<file path="config.mk">
export PLATFORM = sky130hd
export DESIGN_NAME = mipsExecUnit
export DESIGN_NICKNAME = d
export VERILOG_FILES = /design/src/hw/mipsExecPkg.sv /design/src/hw/alu.sv /design/src/hw/aluControl.sv /design/src/hw/mainDecoder.sv /design/src/hw/mipsExecUnit.sv /design/src/hw/reqAckReceiver.sv /design/src/hw/resultSender.sv
export VERILOG_INCLUDE_DIRS = /design/src
export SDC_FILE = /design/constraint.sdc
export NUM_CORES = 1
export LEC_CHECK = 0
export ABC_AREA = 1
export BUFFER_PORTS_ARGS = -buffer_cell sky130_fd_sc_hd__buf_2
export CORE_ASPECT_RATIO = 1.5
export CORE_MARGIN = 2
export CORE_UTILIZATION = 40
export DETAILED_ROUTE_END_ITERATION = 16
export GPL_TIMING_DRIVEN = 1
export PLACE_DENSITY = 0.54
export SLEW_MARGIN = 20
export SYNTH_ARGS = -nofsm -noshare
export SYNTH_HDL_FRONTEND = slang
export SYNTH_SLANG_ARGS = --single-unit
</file>
<file path="constraint.sdc">
create_clock -name clk -period 22.1 [get_ports clk]
set_input_delay 4.42 -clock clk [delete_from_list [all_inputs] [get_ports clk]]
set_output_delay 4.42 -clock clk [all_outputs]
set_load 0.005 [all_outputs]
</file>
<file path="src/mips_exec_cfg.svh">
`ifndef MIPS_EXEC_CFG_SVH
`define MIPS_EXEC_CFG_SVH

// Datapath width of operands and results
`define MIPS_DATA_W 32

// Opcode, funct and ALU control codes share one width
`define MIPS_OP_W 6

`define MIPS_SHAMT_W 5     // Shift amount field
`define MIPS_IMM_W 16      // Immediate field

// Field positions in the instruction word
`define MIPS_OPCODE_LSB 26
`define MIPS_SHAMT_LSB 6
`define MIPS_FUNCT_LSB 0

`endif

</file>
<file path="src/hw/mipsExecPkg.sv">
`include "mips_exec_cfg.svh"

package mipsExecPkg;

    // Primary opcode field
    typedef enum logic [`MIPS_OP_W-1:0] {
        OP_RTYPE = 6'd0,
        OP_J     = 6'd2,
        OP_JAL   = 6'd3,
        OP_BEQ   = 6'd4,
        OP_BNE   = 6'd5,
        OP_ADDI  = 6'd8,
        OP_ADDIU = 6'd9,
        OP_SLTI  = 6'd10,
        OP_SLTIU = 6'd11,
        OP_ANDI  = 6'd12,
        OP_ORI   = 6'd13,
        OP_XORI  = 6'd14,
        OP_LUI   = 6'd15
    } opcodeE;

    // R-type function field
    typedef enum logic [`MIPS_OP_W-1:0] {
        FN_SLL  = 6'b000000,
        FN_SRL  = 6'b000010,
        FN_SRA  = 6'b000011,
        FN_SLLV = 6'b000100,
        FN_SRLV = 6'b000110,
        FN_SRAV = 6'b000111,
        FN_JR   = 6'b001000,
        FN_ADD  = 6'b100000,
        FN_ADDU = 6'b100001,
        FN_SUB  = 6'b100010,
        FN_SUBU = 6'b100011,
        FN_AND  = 6'b100100,
        FN_OR   = 6'b100101,
        FN_XOR  = 6'b100110,
        FN_NOR  = 6'b100111,
        FN_SLT  = 6'b101010,
        FN_SLTU = 6'b101011
    } functE;

    // Operation class from the main decoder
    typedef enum logic [`MIPS_OP_W-1:0] {
        ALUOP_ZERO  = 6'd0,     // R-type, decode funct
        ALUOP_ADDIU = 6'd1,
        ALUOP_ADDI  = 6'd2,
        ALUOP_LUI   = 6'd4,
        ALUOP_BEQ   = 6'd6,
        ALUOP_BNE   = 6'd7,
        ALUOP_JUMP  = 6'd11,    // J, JAL
        ALUOP_ANDI  = 6'd12,
        ALUOP_ORI   = 6'd13,
        ALUOP_XORI  = 6'd14,
        ALUOP_SLTI  = 6'd16,
        ALUOP_SLTIU = 6'd17,
        ALUOP_SRL   = 6'd18,    // Not produced by the decoder
        ALUOP_SRLV  = 6'd20     // Not produced by the decoder
    } aluOpE;

    // ALU control codes
    typedef enum logic [`MIPS_OP_W-1:0] {
        ALU_ADD  = 6'd0,
        ALU_ADDU = 6'd1,
        ALU_SUB  = 6'd2,
        ALU_BEQ  = 6'd9,
        ALU_BNE  = 6'd10,
        ALU_JUMP = 6'd14,
        ALU_SRAV = 6'd15,
        ALU_LUI  = 6'd17,
        ALU_AND  = 6'd18,
        ALU_OR   = 6'd19,
        ALU_NOR  = 6'd20,
        ALU_XOR  = 6'd21,
        ALU_SLL  = 6'd23,
        ALU_SRL  = 6'd24,
        ALU_SRA  = 6'd28,
        ALU_SLT  = 6'd30,
        ALU_SLTU = 6'd31,
        ALU_SLLV = 6'd36,
        ALU_SRLV = 6'd37,
        ALU_SUBU = 6'd45
    } aluCtrlE;

    typedef struct packed {
        logic [`MIPS_DATA_W-1:0] instr;
        logic [`MIPS_DATA_W-1:0] rsVal;
        logic [`MIPS_DATA_W-1:0] rtVal;
        logic [`MIPS_DATA_W-1:0] pcPlus4;
    } execReqT;

    // Main decoder outputs
    typedef struct packed {
        aluOpE                   aluOp;
        logic [`MIPS_DATA_W-1:0] immExt;
        logic                    useImm;
        logic                    illegal;
    } execDecT;

    typedef struct packed {
        logic [`MIPS_DATA_W-1:0] result;
        logic                    zero;
        logic                    branchTaken;
        logic                    illegal;
    } execResT;

endpackage

</file>
<file path="src/hw/alu.sv">
`timescale 1ns/1ps
`include "mips_exec_cfg.svh"

module alu (
    input  logic                 clk,
    input  logic                 rstN,
    input  logic                 reqValid,
    input  mipsExecPkg::execReqT reqData,
    input  logic                 resReady,
    output logic                 reqReady,
    output logic                 resValid,
    output mipsExecPkg::execResT resData
);

    wire mipsExecPkg::execDecT  dec;
    mipsExecPkg::functE         funct;
    mipsExecPkg::aluCtrlE       aluCtrl;
    mipsExecPkg::execResT       resNext;
    mipsExecPkg::execResT       resReg;
    logic [`MIPS_DATA_W-1:0]    opA;
    logic [`MIPS_DATA_W-1:0]    opB;
    logic [`MIPS_SHAMT_W-1:0]   shamt;
    logic [`MIPS_SHAMT_W-1:0]   shVar;
    logic                       resFull;

    mainDecoder mainDecoder_inst (
        .instr   (reqData.instr),
        .aluOp   (dec.aluOp),
        .immExt  (dec.immExt),
        .useImm  (dec.useImm),
        .illegal (dec.illegal)
    );

    assign funct = mipsExecPkg::functE'(reqData.instr[`MIPS_FUNCT_LSB +: `MIPS_OP_W]);

    aluControl aluControl_inst (
        .aluOp   (dec.aluOp),
        .funct   (funct),
        .aluCtrl (aluCtrl)
    );

    assign opA   = reqData.rsVal;
    assign opB   = dec.useImm ? dec.immExt : reqData.rtVal;
    assign shamt = reqData.instr[`MIPS_SHAMT_LSB +: `MIPS_SHAMT_W];
    assign shVar = reqData.rsVal[`MIPS_SHAMT_W-1:0];     // Variable shifts use rs

    always_comb begin
        resNext.branchTaken = 1'b0;
        resNext.illegal     = dec.illegal;
        case (aluCtrl)
            mipsExecPkg::ALU_ADD,
            mipsExecPkg::ALU_ADDU: resNext.result = opA + opB;   // No overflow trap
            mipsExecPkg::ALU_SUB,
            mipsExecPkg::ALU_SUBU: resNext.result = opA - opB;
            mipsExecPkg::ALU_AND:  resNext.result = opA & opB;
            mipsExecPkg::ALU_OR:   resNext.result = opA | opB;
            mipsExecPkg::ALU_XOR:  resNext.result = opA ^ opB;
            mipsExecPkg::ALU_NOR:  resNext.result = ~(opA | opB);
            mipsExecPkg::ALU_SLT:
                resNext.result = {{(`MIPS_DATA_W-1){1'b0}}, $signed(opA) < $signed(opB)};
            mipsExecPkg::ALU_SLTU:
                resNext.result = {{(`MIPS_DATA_W-1){1'b0}}, opA < opB};
            mipsExecPkg::ALU_SLL:  resNext.result = reqData.rtVal << shamt;
            mipsExecPkg::ALU_SRL:  resNext.result = reqData.rtVal >> shamt;
            mipsExecPkg::ALU_SRA:  resNext.result = $signed(reqData.rtVal) >>> shamt;
            mipsExecPkg::ALU_SLLV: resNext.result = reqData.rtVal << shVar;
            mipsExecPkg::ALU_SRLV: resNext.result = reqData.rtVal >> shVar;
            mipsExecPkg::ALU_SRAV: resNext.result = $signed(reqData.rtVal) >>> shVar;
            mipsExecPkg::ALU_LUI:  resNext.result = dec.immExt << 16;
            mipsExecPkg::ALU_BEQ: begin
                resNext.result      = opA - opB;
                resNext.branchTaken = (opA == opB);
            end
            mipsExecPkg::ALU_BNE: begin
                resNext.result      = opA - opB;
                resNext.branchTaken = (opA != opB);
            end
            mipsExecPkg::ALU_JUMP: resNext.result = reqData.pcPlus4;   // Link value
            default:               resNext.result = opA + opB;
        endcase
        resNext.zero = (resNext.result == '0);
    end

    // Accept when empty or draining this cycle
    assign reqReady = !resFull || resReady;

    always_ff @(posedge clk or negedge rstN) begin
        if (!rstN) begin
            resFull <= 1'b0;
        end else if (reqValid && reqReady) begin
            resFull <= 1'b1;
        end else if (resReady) begin
            resFull <= 1'b0;
        end
    end

    always_ff @(posedge clk) begin
        if (reqValid && reqReady) begin
            resReg <= resNext;
        end
    end

    assign resValid = resFull;
    assign resData  = resReg;

endmodule

</file>
<file path="src/hw/aluControl.sv">
`timescale 1ns/1ps

module aluControl (
    input  mipsExecPkg::aluOpE   aluOp,
    input  mipsExecPkg::functE   funct,
    output mipsExecPkg::aluCtrlE aluCtrl
);

    always_comb begin
        case (aluOp)
            mipsExecPkg::ALUOP_ZERO: begin
                // R-type operation selected by funct
                case (funct)
                    mipsExecPkg::FN_SLL:  aluCtrl = mipsExecPkg::ALU_SLL;
                    mipsExecPkg::FN_SRL:  aluCtrl = mipsExecPkg::ALU_SRL;
                    mipsExecPkg::FN_SRA:  aluCtrl = mipsExecPkg::ALU_SRA;
                    mipsExecPkg::FN_SLLV: aluCtrl = mipsExecPkg::ALU_SLLV;
                    mipsExecPkg::FN_SRLV: aluCtrl = mipsExecPkg::ALU_SRLV;
                    mipsExecPkg::FN_SRAV: aluCtrl = mipsExecPkg::ALU_SRAV;
                    mipsExecPkg::FN_JR:   aluCtrl = mipsExecPkg::ALU_JUMP;   // Link value only
                    mipsExecPkg::FN_ADD:  aluCtrl = mipsExecPkg::ALU_ADD;
                    mipsExecPkg::FN_ADDU: aluCtrl = mipsExecPkg::ALU_ADDU;
                    mipsExecPkg::FN_SUB:  aluCtrl = mipsExecPkg::ALU_SUB;
                    mipsExecPkg::FN_SUBU: aluCtrl = mipsExecPkg::ALU_SUBU;
                    mipsExecPkg::FN_AND:  aluCtrl = mipsExecPkg::ALU_AND;
                    mipsExecPkg::FN_OR:   aluCtrl = mipsExecPkg::ALU_OR;
                    mipsExecPkg::FN_XOR:  aluCtrl = mipsExecPkg::ALU_XOR;
                    mipsExecPkg::FN_NOR:  aluCtrl = mipsExecPkg::ALU_NOR;
                    mipsExecPkg::FN_SLT:  aluCtrl = mipsExecPkg::ALU_SLT;
                    mipsExecPkg::FN_SLTU: aluCtrl = mipsExecPkg::ALU_SLTU;
                    default:              aluCtrl = mipsExecPkg::ALU_ADD;    // Unknown funct
                endcase
            end

            mipsExecPkg::ALUOP_ADDIU: aluCtrl = mipsExecPkg::ALU_ADDU;
            mipsExecPkg::ALUOP_ADDI:  aluCtrl = mipsExecPkg::ALU_ADD;
            mipsExecPkg::ALUOP_LUI:   aluCtrl = mipsExecPkg::ALU_LUI;
            mipsExecPkg::ALUOP_BEQ:   aluCtrl = mipsExecPkg::ALU_BEQ;
            mipsExecPkg::ALUOP_BNE:   aluCtrl = mipsExecPkg::ALU_BNE;
            mipsExecPkg::ALUOP_JUMP:  aluCtrl = mipsExecPkg::ALU_JUMP;
            mipsExecPkg::ALUOP_ANDI:  aluCtrl = mipsExecPkg::ALU_AND;
            mipsExecPkg::ALUOP_ORI:   aluCtrl = mipsExecPkg::ALU_OR;
            mipsExecPkg::ALUOP_XORI:  aluCtrl = mipsExecPkg::ALU_XOR;
            mipsExecPkg::ALUOP_SLTI:  aluCtrl = mipsExecPkg::ALU_SLT;
            mipsExecPkg::ALUOP_SLTIU: aluCtrl = mipsExecPkg::ALU_SLTU;
            mipsExecPkg::ALUOP_SRL:   aluCtrl = mipsExecPkg::ALU_SRL;
            mipsExecPkg::ALUOP_SRLV:  aluCtrl = mipsExecPkg::ALU_SRLV;
            default:                  aluCtrl = mipsExecPkg::ALU_ADD;
        endcase
    end

endmodule

</file>
<file path="src/hw/mainDecoder.sv">
`timescale 1ns/1ps
`include "mips_exec_cfg.svh"

module mainDecoder (
    input  logic [`MIPS_DATA_W-1:0] instr,
    output mipsExecPkg::aluOpE      aluOp,
    output logic [`MIPS_DATA_W-1:0] immExt,
    output logic                    useImm,
    output logic                    illegal
);

    mipsExecPkg::opcodeE    opcode;
    logic [`MIPS_IMM_W-1:0] imm;
    logic                   zeroExt;

    assign opcode = mipsExecPkg::opcodeE'(instr[`MIPS_OPCODE_LSB +: `MIPS_OP_W]);
    assign imm    = instr[`MIPS_IMM_W-1:0];

    assign immExt = zeroExt ? {{(`MIPS_DATA_W-`MIPS_IMM_W){1'b0}}, imm}
                            : {{(`MIPS_DATA_W-`MIPS_IMM_W){imm[`MIPS_IMM_W-1]}}, imm};

    always_comb begin
        aluOp   = mipsExecPkg::ALUOP_ZERO;
        useImm  = 1'b0;
        zeroExt = 1'b0;
        illegal = 1'b0;
        case (opcode)
            mipsExecPkg::OP_RTYPE: aluOp = mipsExecPkg::ALUOP_ZERO;
            mipsExecPkg::OP_J,
            mipsExecPkg::OP_JAL:   aluOp = mipsExecPkg::ALUOP_JUMP;
            mipsExecPkg::OP_BEQ:   aluOp = mipsExecPkg::ALUOP_BEQ;    // Compares rs with rt
            mipsExecPkg::OP_BNE:   aluOp = mipsExecPkg::ALUOP_BNE;
            mipsExecPkg::OP_ADDI: begin
                aluOp  = mipsExecPkg::ALUOP_ADDI;
                useImm = 1'b1;
            end
            mipsExecPkg::OP_ADDIU: begin
                aluOp  = mipsExecPkg::ALUOP_ADDIU;
                useImm = 1'b1;
            end
            mipsExecPkg::OP_SLTI: begin
                aluOp  = mipsExecPkg::ALUOP_SLTI;
                useImm = 1'b1;
            end
            mipsExecPkg::OP_SLTIU: begin
                aluOp  = mipsExecPkg::ALUOP_SLTIU;
                useImm = 1'b1;
            end
            mipsExecPkg::OP_ANDI: begin
                aluOp   = mipsExecPkg::ALUOP_ANDI;
                useImm  = 1'b1;
                zeroExt = 1'b1;
            end
            mipsExecPkg::OP_ORI: begin
                aluOp   = mipsExecPkg::ALUOP_ORI;
                useImm  = 1'b1;
                zeroExt = 1'b1;
            end
            mipsExecPkg::OP_XORI: begin
                aluOp   = mipsExecPkg::ALUOP_XORI;
                useImm  = 1'b1;
                zeroExt = 1'b1;
            end
            mipsExecPkg::OP_LUI: begin
                aluOp  = mipsExecPkg::ALUOP_LUI;
                useImm = 1'b1;
            end
            default: illegal = 1'b1;    // Unknown opcode
        endcase
    end

endmodule

</file>
<file path="src/hw/mipsExecUnit.sv">
`timescale 1ns/1ps

module mipsExecUnit (
    input  logic                 clk,
    input  logic                 rstN,
    input  logic                 inReq,
    input  mipsExecPkg::execReqT inData,
    input  logic                 outAck,
    output logic                 inAck,
    output logic                 outReq,
    output mipsExecPkg::execResT outData
);

    logic                 reqValid;
    logic                 reqReady;
    mipsExecPkg::execReqT reqData;
    logic                 resValid;
    logic                 resReady;
    mipsExecPkg::execResT resData;

    reqAckReceiver reqAckReceiver_inst (
        .clk      (clk),
        .rstN     (rstN),
        .inReq    (inReq),
        .inData   (inData),
        .reqReady (reqReady),
        .inAck    (inAck),
        .reqValid (reqValid),
        .reqData  (reqData)
    );

    alu alu_inst (
        .clk      (clk),
        .rstN     (rstN),
        .reqValid (reqValid),
        .reqData  (reqData),
        .resReady (resReady),
        .reqReady (reqReady),
        .resValid (resValid),
        .resData  (resData)
    );

    resultSender resultSender_inst (
        .clk      (clk),
        .rstN     (rstN),
        .resValid (resValid),
        .resData  (resData),
        .outAck   (outAck),
        .resReady (resReady),
        .outReq   (outReq),
        .outData  (outData)
    );

endmodule

</file>
<file path="src/hw/reqAckReceiver.sv">
`timescale 1ns/1ps

module reqAckReceiver (
    input  logic                 clk,
    input  logic                 rstN,
    input  logic                 inReq,
    input  mipsExecPkg::execReqT inData,
    input  logic                 reqReady,
    output logic                 inAck,
    output logic                 reqValid,
    output mipsExecPkg::execReqT reqData
);

    mipsExecPkg::execReqT slot;
    logic                 slotFull;
    logic                 captureEn;

    // New request only once the previous ack has completed
    assign captureEn = inReq && !slotFull && !inAck;

    always_ff @(posedge clk or negedge rstN) begin
        if (!rstN) begin
            inAck    <= 1'b0;
            slotFull <= 1'b0;
        end else begin
            if (captureEn) begin
                inAck <= 1'b1;
            end else if (!inReq) begin
                inAck <= 1'b0;          // Return to zero phase
            end

            if (captureEn) begin
                slotFull <= 1'b1;
            end else if (reqValid && reqReady) begin
                slotFull <= 1'b0;       // Handed to processing stage
            end
        end
    end

    always_ff @(posedge clk) begin
        if (captureEn) begin
            slot <= inData;
        end
    end

    assign reqValid = slotFull;
    assign reqData  = slot;

endmodule

</file>
<file path="src/hw/resultSender.sv">
`timescale 1ns/1ps

module resultSender (
    input  logic                 clk,
    input  logic                 rstN,
    input  logic                 resValid,
    input  mipsExecPkg::execResT resData,
    input  logic                 outAck,
    output logic                 resReady,
    output logic                 outReq,
    output mipsExecPkg::execResT outData
);

    typedef enum logic [1:0] {
        SEND_IDLE,
        SEND_REQ,
        SEND_REL
    } sendStateE;

    sendStateE            state;
    mipsExecPkg::execResT slot;
    logic                 slotFull;

    assign resReady = !slotFull;
    assign outReq   = (state == SEND_REQ);
    assign outData  = slot;     // Held until the cycle completes

    always_ff @(posedge clk or negedge rstN) begin
        if (!rstN) begin
            state    <= SEND_IDLE;
            slotFull <= 1'b0;
        end else begin
            if (resValid && resReady) begin
                slotFull <= 1'b1;
            end
            case (state)
                SEND_IDLE: begin
                    if (slotFull && !outAck) begin
                        state <= SEND_REQ;
                    end
                end
                SEND_REQ: begin
                    if (outAck) begin
                        state <= SEND_REL;      // Consumer took the data
                    end
                end
                SEND_REL: begin
                    if (!outAck) begin
                        state    <= SEND_IDLE;
                        slotFull <= 1'b0;
                    end
                end
                default: state <= SEND_IDLE;
            endcase
        end
    end

    always_ff @(posedge clk) begin
        if (resValid && resReady) begin
            slot <= resData;
        end
    end

endmodule

</file>
==> metrics, run 1 <==
final setup TNS=0 ps; DR DRC count=0; Synth Instances=2,876; critical path required time=roughly 22,000 ps; die extent in y=271 um; PwrDens=108 mW/mm2; Final Hold Fails=0; fin crit period=6110 ps; # nets final=3,179; die width=182 um; GPL Wtd Cong=1.06; core area=0.0468 mm2; Slew Viols, Final=0; gr ovfl total=0; Max Buffers Root-to-Sink=2; most common cell after layout, fill and taps aside=nand2_1; initial antenna violation count=2; Ys Warns=0; Worst Setup Start Kind=input pin; Vias/cell=a little under 6; leakage power=9.68 nW; worst reg2reg path depth=24; Rel. slew slack=roughly 20%; share of layout cells above drive strength 1=9.97%; Mapped Area=0.0190 mm2; achievable frequency=164 MHz; DRT Wirelength=88.8 mm; port bufs=about 160; I/O pin total=about 170; status=completed; initial core utilization=40.6%; CTS tree=built; Seq/Total Area, Yosys=between 30 and 40%; crit path max fanout=12; FF+latch count, synth=200; max-cap violation count=0; EDFF count, synth=188; CTS resizes=0; count of cell types in the netlist=56; routed via count=approximately 21,000; hpwl dp=around 70 mm; Hold WC Path Type=reg -> reg; RSZ-0062 raised after global routing=false; synth-to-layout area growth=9.11%; Primary FF master, synth=edfxtp_1; Worst Path Class, Setup=in -> reg; CP endpoint kind=register; vias in the first global route=~20,000; H-tree depth=4; total track usage=35.7%; Setup Fix Bufs, Post-CTS=0; largest net degree at the start of global routing=75; Root Buffer=clkbuf_16; Avg Cell Area, Syn=roughly 6.6 um2; TritonCTS Buffers=17; clock latency at the later pin of the worst-skew pair=480 ps; Final Cycle Share=27.6%; Clock Sinks=200; Synth async-reset ratio=3.00%; most frequent cells in the layout=nand2_1 (798), nand3_1 (647), inv_1 (285); Worst Max-Slew Pin Slew=1190 ps; row count=97; Layout Skew=13.9 ps; Net Count, Synth=3,110; Iter 0 DRT Violations=2,220; CTS clk-pin slew, worst paths=80 ps; wire per inst=about 25 um; fin util=44.4%; Final Setup Violations=0; first-pass GRT wire length=128 mm; Hold Path Depth=0; DIE AREA=a little under 0.05 mm2; Peak VDD IR=0.0978 mV; DRT antenna net count=0; worst path arrival time=6470 ps; # hold bufs at CTS=0; Pre-antenna DRT Iters=6
## synthesized netlist by cell type, types with 6 or more instances
cell | n | area share [%]
nand2_1 | 799 | 16
nand3_1 | 647 | 17
inv_1 | 285 | 5.6
edfxtp_1 | 188 | 30
nor2_1 | 188 | 3.7
a21oi_1 | 143 | 3.8
o21ai_0 | 128 | 3.4
ha_1 | 100 | 6.6
buf_2 | 59 | 1.6
clkbuf_1 | 57 | 1.1
nand4_1 | 36 | 1.2
xor2_1 | 24 | 1.1
nor3_1 | 21 | 0.55
inv_2 | 15 | 0.30
or2_2 | 15 | 0.49
nand3_2 | 11 | 0.58
buf_4 | 10 | 0.39
a31oi_1 | 9 | 0.30
o211ai_1 | 9 | 0.35
a221oi_1 | 8 | 0.37
o2111ai_1 | 8 | 0.37
o22ai_1 | 8 | 0.26
nand2_2 | 7 | 0.23
o21a_1 | 7 | 0.28
o21ai_1 | 7 | 0.18
o21ai_4 | 7 | 0.60
dfrtp_1 | 6 | 0.79
dfxtp_1 | 6 | 0.63
nor4_1 | 6 | 0.20
## where the power goes
part | switching [mW] | total [mW] | internal [mW]
Sequential | 0.0598 | 0.565 | 0.505
Combinational | 0.999 | 1.36 | 0.358
Clock | 0.162 | 0.324 | 0.163
Total | 1.22 | 2.25 | 1.03
## routing by layer
metal  GRT usage (%)  routed length [um]  vias to the layer above
li1                -                   -                     9853
met1            40.5               32600                     9763
met2            58.9               41200                     1010
met3            5.86                6060                      330
met4            29.6                8910                        2
met5               0                  13                        -
## through the flow
stage | instance area (um2) | hold WS [ps] | total power [mW] | setup WS (ps) | instances
5_1_grt | 20800 | 427 | 2.38 | 15850 | 3552
4_1_cts | 20800 | 423 | 2.21 | 15940 | 3552
3_3_place_gp | 20200 | 400 | 1.88 | 15470 | 3520
2_1_floorplan | 19000 | 400 | 1.40 | 7460 | 2876
6_report | 20800 | 420 | 2.25 | 15990 | 3553
3_5_place_dp | 20200 | 405 | 1.88 | 15430 | 3520
## final timing paths
path	endpoint	slack, ps	from
max	register	15990	inReq
min in group asynchronous	resultSender_inst.state[0]$_DFFE_PN0P_	3740	rstN
max reg2reg	alu_inst.resData[2]$_DFFE_PP_	16200	reqAckReceiver_inst.reqData[127]$_DFFE_PP_
min reg2reg	resultSender_inst.outData[1]$_DFFE_PP_	420	alu_inst.resData[1]$_DFFE_PP_
min	resultSender_inst.outData[1]$_DFFE_PP_	420	alu_inst.resData[1]$_DFFE_PP_
max in group asynchronous	reqAckReceiver_inst.reqValid$_DFFE_PN0P_	18220	rstN
## flip-flops by register name, indices dropped and copies added (netlist names), named ones only
register	count
alu_inst.resData	35
alu_inst.resValid	1
reqAckReceiver_inst.inAck	1
reqAckReceiver_inst.reqData	118
reqAckReceiver_inst.reqValid	1
resultSender_inst.outData	35
resultSender_inst.slotFull	1
resultSender_inst.state	2
## worst max-delay path, cell delays in order
cell,delay (ps)
buf_2,70
inv_1,40
nor3_2,120
inv_1,230
o21ai_0,590
inv_1,180
ha_1,240
nand2_1,130
o21ai_0,100
a211oi_1,250
nor3_1,80
## logic make-up (layout without fill, tap and decap cells)
group | count (synthesis) | count (layout) | share of synthesized area [%]
AND/OR/NAND/NOR | 1748 | 1748 | 40.5
buffers and inverters | 437 | 519 | 9.38
flip-flops | 200 | 200 | 31.1
XOR/XNOR | 25 | 25 | 1.15
multiplexers | 1 | 1 | 0.0526
adder cells (fa/ha/maj) | 102 | 102 | 6.78
AO/OA/AOI/OAI | 363 | 363 | 11.1
other | 0 | 1 | 0
## final cells by class
type                    instances  area, um2
clock buffers                  18        429
flip-flops and latches        200       5920
repair buffers                185        993
multi-input cells            2239      11400
clock inverters                14        180
fillers                      4956      26100
well taps                     594        743
inverters                     302       1130
diodes                          1       2.50
(Power assumes the default switching activity.)
==> run 2, diff against run 1 <==
- ABC_AREA: 1 -> 0
- clock period: 22.1 -> 6.1 ns (I/O delays scaled with it)
==> run 2 against run 1 <==
  * Synthesized area increased by 3.3%
  * Non-clock buffer count increased by 434
  * First-iteration DRC count increased by 15%
  * Die area increased by 3.2%
  * Worst setup slack got worse by 16000 ps
  * Critical path depth increased by 13
  * Global-route usage increased by 7.6 points
  * Synthesized cell count decreased by 19%
  * Final area increased by 21%
  * Critical path type is now reg -> reg
  * Largest cell class unchanged
  * Highest routed layer unchanged
==> metrics, run 2 <==
Final Hold Fails=0 (unchanged); Mapped Area=0.0197 mm2 (+3.3%); die width=185 um (+1.6%); Max Buffers Root-to-Sink=2 (unchanged); routed via count=22,800 (+8.7%); Rel. slew slack=37.4% (+18 points); synth-to-layout area growth=28.1%; I/O pin total=169 (unchanged); initial antenna violation count=8 (+6); Final Cycle Share=100%; Worst path most repeated cell=buf_4; Peak VDD IR=0.266 mV (+170%); DIE AREA=0.0510 mm2 (+3.2%); achievable frequency=approximately 160 MHz; final worst setup slack=2.98 ps (-15,990 ps); Clock Sinks=200 (unchanged); # nets final=3,003 (-5.5%); CP endpoint kind=register; Final Setup Violations=0 (unchanged); Ys Warns=0 (unchanged); largest net degree at the start of global routing=72 (-4.0%); Primary FF master, synth=edfxtp_1; WHS=420 ps (+0.359 ps); Vias/cell=6.62 (+12%); initial core utilization=40.5% (-0.15 points); FF+latch count, synth=200 (unchanged); dpl ws=-117 ps (-15,550 ps); Hold WC Path Type=reg -> reg; most common cell in the netlist=nor2_1; Root Buffer=clkbuf_16; synth cell count leaders=nor2_1 (220), nand2_1 (215), edfxtp_1 (188), mux2i_1 (175), a21oi_1 (139); Synth top area share=28.7% (-0.94 points); Avg Cell Area, Syn=8.46 um2 (+28%); Worst Setup Start Kind=register; PwrDens=402 mW/mm2 (+270%); wire per inst=32.4 um (+30%); Synth Instances=2,325 (-19%); Iter 0 DRT Violations=2,560 (+15%); H-tree depth=4 (unchanged); Worst Path Class, Setup=reg -> reg; crit path max fanout=15 (+3); most frequent cells in the layout=buf_4 (447), nor2_1 (217), nand2_1 (212); DR DRC count=0 (unchanged); status=completed; leakage power=10.6 nW (+9.7%); TritonCTS Buffers=17 (unchanged); critical path required time=6480 ps (-15,990 ps); count of cell types in the netlist=97 (+73%); max-cap violation count=0 (unchanged); die extent in y=276 um (+1.6%); first-pass GRT wire length=155 mm (+21%); Layout Skew=24.3 ps (+10.4 ps); hpwl dp=90.0 mm (+30%); Pre-antenna DRT Iters=9 (+3); EDFF count, synth=188 (unchanged); core area=0.0486 mm2 (+3.6%); GPL Wtd Cong=1.07 (+0.29%); Largest register FFs=118 (unchanged); gr ovfl total=0 (unchanged); fin crit period=6100 ps; Worst Max-Slew Pin Slew=939 ps (-254 ps); CTS clk-pin slew, worst paths=90 ps (about the same); cell chain of the critical path=buf_6 -> nor3b_2 -> o21ai_1 -> and3_1 -> or4_1 -> buf_4 -> mux2i_4 -> buf_4 -> buf_4 -> mux2i_1 -> a22oi_1 -> buf_4 -> a32oi_1 -> nand4_1 -> buf_4 -> a21oi_2 -> buf_4 -> a221oi_1 -> a2bb2oi_1 -> or4_1 -> nor4_2 -> buf_4 -> nand2_1 -> and4bb_1; CTS tree=built; # hold bufs at CTS=0 (unchanged); most common cell after layout, fill and taps aside=buf_4; port bufs=158 (unchanged); slowest CP cell=edfxtp_1; slowest stage delay, CP=520 ps (-70 ps); Net Count, Synth=2,559 (-18%); row count=99 (+2.1%); worst path arrival time=6470 ps (about the same); total track usage=43.3% (+7.6 points); DRT Wirelength=112 mm (+26%); vias in the first global route=21,700 (+9.8%); post-synth top area cell=edfxtp_1; Slew Viols, Final=0 (unchanged); most area-consuming cells after synthesis=edfxtp_1 (29%), mux2i_1 (8.9%), ha_1 (6.4%); Synth async-reset ratio=3.00% (unchanged); Seq/Total Area, Yosys=30.1% (-0.98 points); clock latency at the later pin of the worst-skew pair=520 ps (+40 ps); DRT antenna net count=0 (unchanged); share of layout cells above drive strength 1=29.2% (+19 points)
[run 2: changes by cell type after synthesis, sizes merged, moves of 26 or more]
| cell | previous run | this run |
|---|---|---|
| nand3 | 659 | 65 |
| nand2 | 806 | 216 |
| inv | 300 | 121 |
| mux2i | 1 | 176 |
| clkbuf | 59 | 139 |
| o21ai | 146 | 89 |
| nor3 | 21 | 75 |
| o211ai | 9 | 53 |
| mux2 | 0 | 42 |
| nor4 | 6 | 42 |
| a221oi | 8 | 37 |
| nand2b | 0 | 27 |
| a222oi | 0 | 26 |
[run 2: layer usage]
metal,part of all wire [%],GRT usage (%),up-vias
met5,0.035,0,-
met4,12,38.1,6
met3,8.3,9.14,541
met2,46,71.6,1556
met1,34,46.8,10900
li1,-,-,9750
[run 2: where the power goes]
part	internal [mW]	switching (mW)	total [mW]
Clock	0.575	0.691	1.27
Combinational	2.63	4.18	6.81
Sequential	1.83	0.223	2.05
[run 2: final timing paths]
path                                                       startpoint                                       to  slack (ps)  cells after the start
min                                    alu_inst.resData[28]$_DFFE_PP_  resultSender_inst.outData[28]$_DFFE_PP_         420                      0
max reg2reg                reqAckReceiver_inst.reqData[123]$_DFFE_PP_            alu_inst.resData[2]$_DFFE_PP_           3                     24
max                        reqAckReceiver_inst.reqData[123]$_DFFE_PP_            alu_inst.resData[2]$_DFFE_PP_           3                     24
min in group asynchronous                                        rstN   resultSender_inst.state[1]$_DFFE_PN0P_         520                      1
min reg2reg                            alu_inst.resData[28]$_DFFE_PP_  resultSender_inst.outData[28]$_DFFE_PP_         420                      0
max in group asynchronous                                        rstN    reqAckReceiver_inst.inAck$_DFFE_PN0P_        5440                      1
[run 2: cells by family after synthesis]
family          count (synthesis)  share of synthesized area, %
compound gates                692                          25.3
simple gates                  772                          18.5
fa+ha+maj                     102                          6.57
buf+inv                       316                          6.36
mux                           226                          12.4
flops                         200                          30.1
xor+xnor                       17                         0.757
[run 2: final cells by class]
cell class | instances | area, um2
multi-input cells | 1809 | 13000
well taps | 656 | 821
repair buffers | 619 | 4390
diodes | 5 | 12.5
clock buffers | 17 | 425
flip-flops and latches | 200 | 5920
clock inverters | 15 | 213
inverters | 122 | 458
fillers | 4704 | 23400
[run 2: worst max-delay path, delay by kind of cell (launching register included)]
family	cells	cell delay, ps
simple gates	8	2330
flops	1	520
buf+inv	8	1500
mux	2	550
compound gates	6	1040
[run 2: what timing repair did]
action / 4_1_cts / 5_1_grt
gates cloned: 0 / 0
resized for setup: 8 / 77
endpoints found under the setup margin: 1 / 3
setup buffers: 3 / 13
pin swaps: 0 / 11
[run 2: stage by stage]
| step | area, um2 | util (%) | power [mW] | cells | setup TNS (ps) |
|---|---|---|---|---|---|
| 2_1_floorplan | 19700 | - | 5.24 | 2325 | 0 |
| 3_5_place_dp | 24000 | 49.5 | 8.42 | 3389 | -117 |
| 3_3_place_gp | 24000 | 49.5 | 8.38 | 3388 | -144 |
| 6_report | 25200 | 51.9 | 10.1 | 3443 | 0 |
| 4_1_cts | 24700 | 50.9 | 9.72 | 3424 | 0 |
| 5_1_grt | 25200 | 51.9 | 10.4 | 3438 | -50.9 |
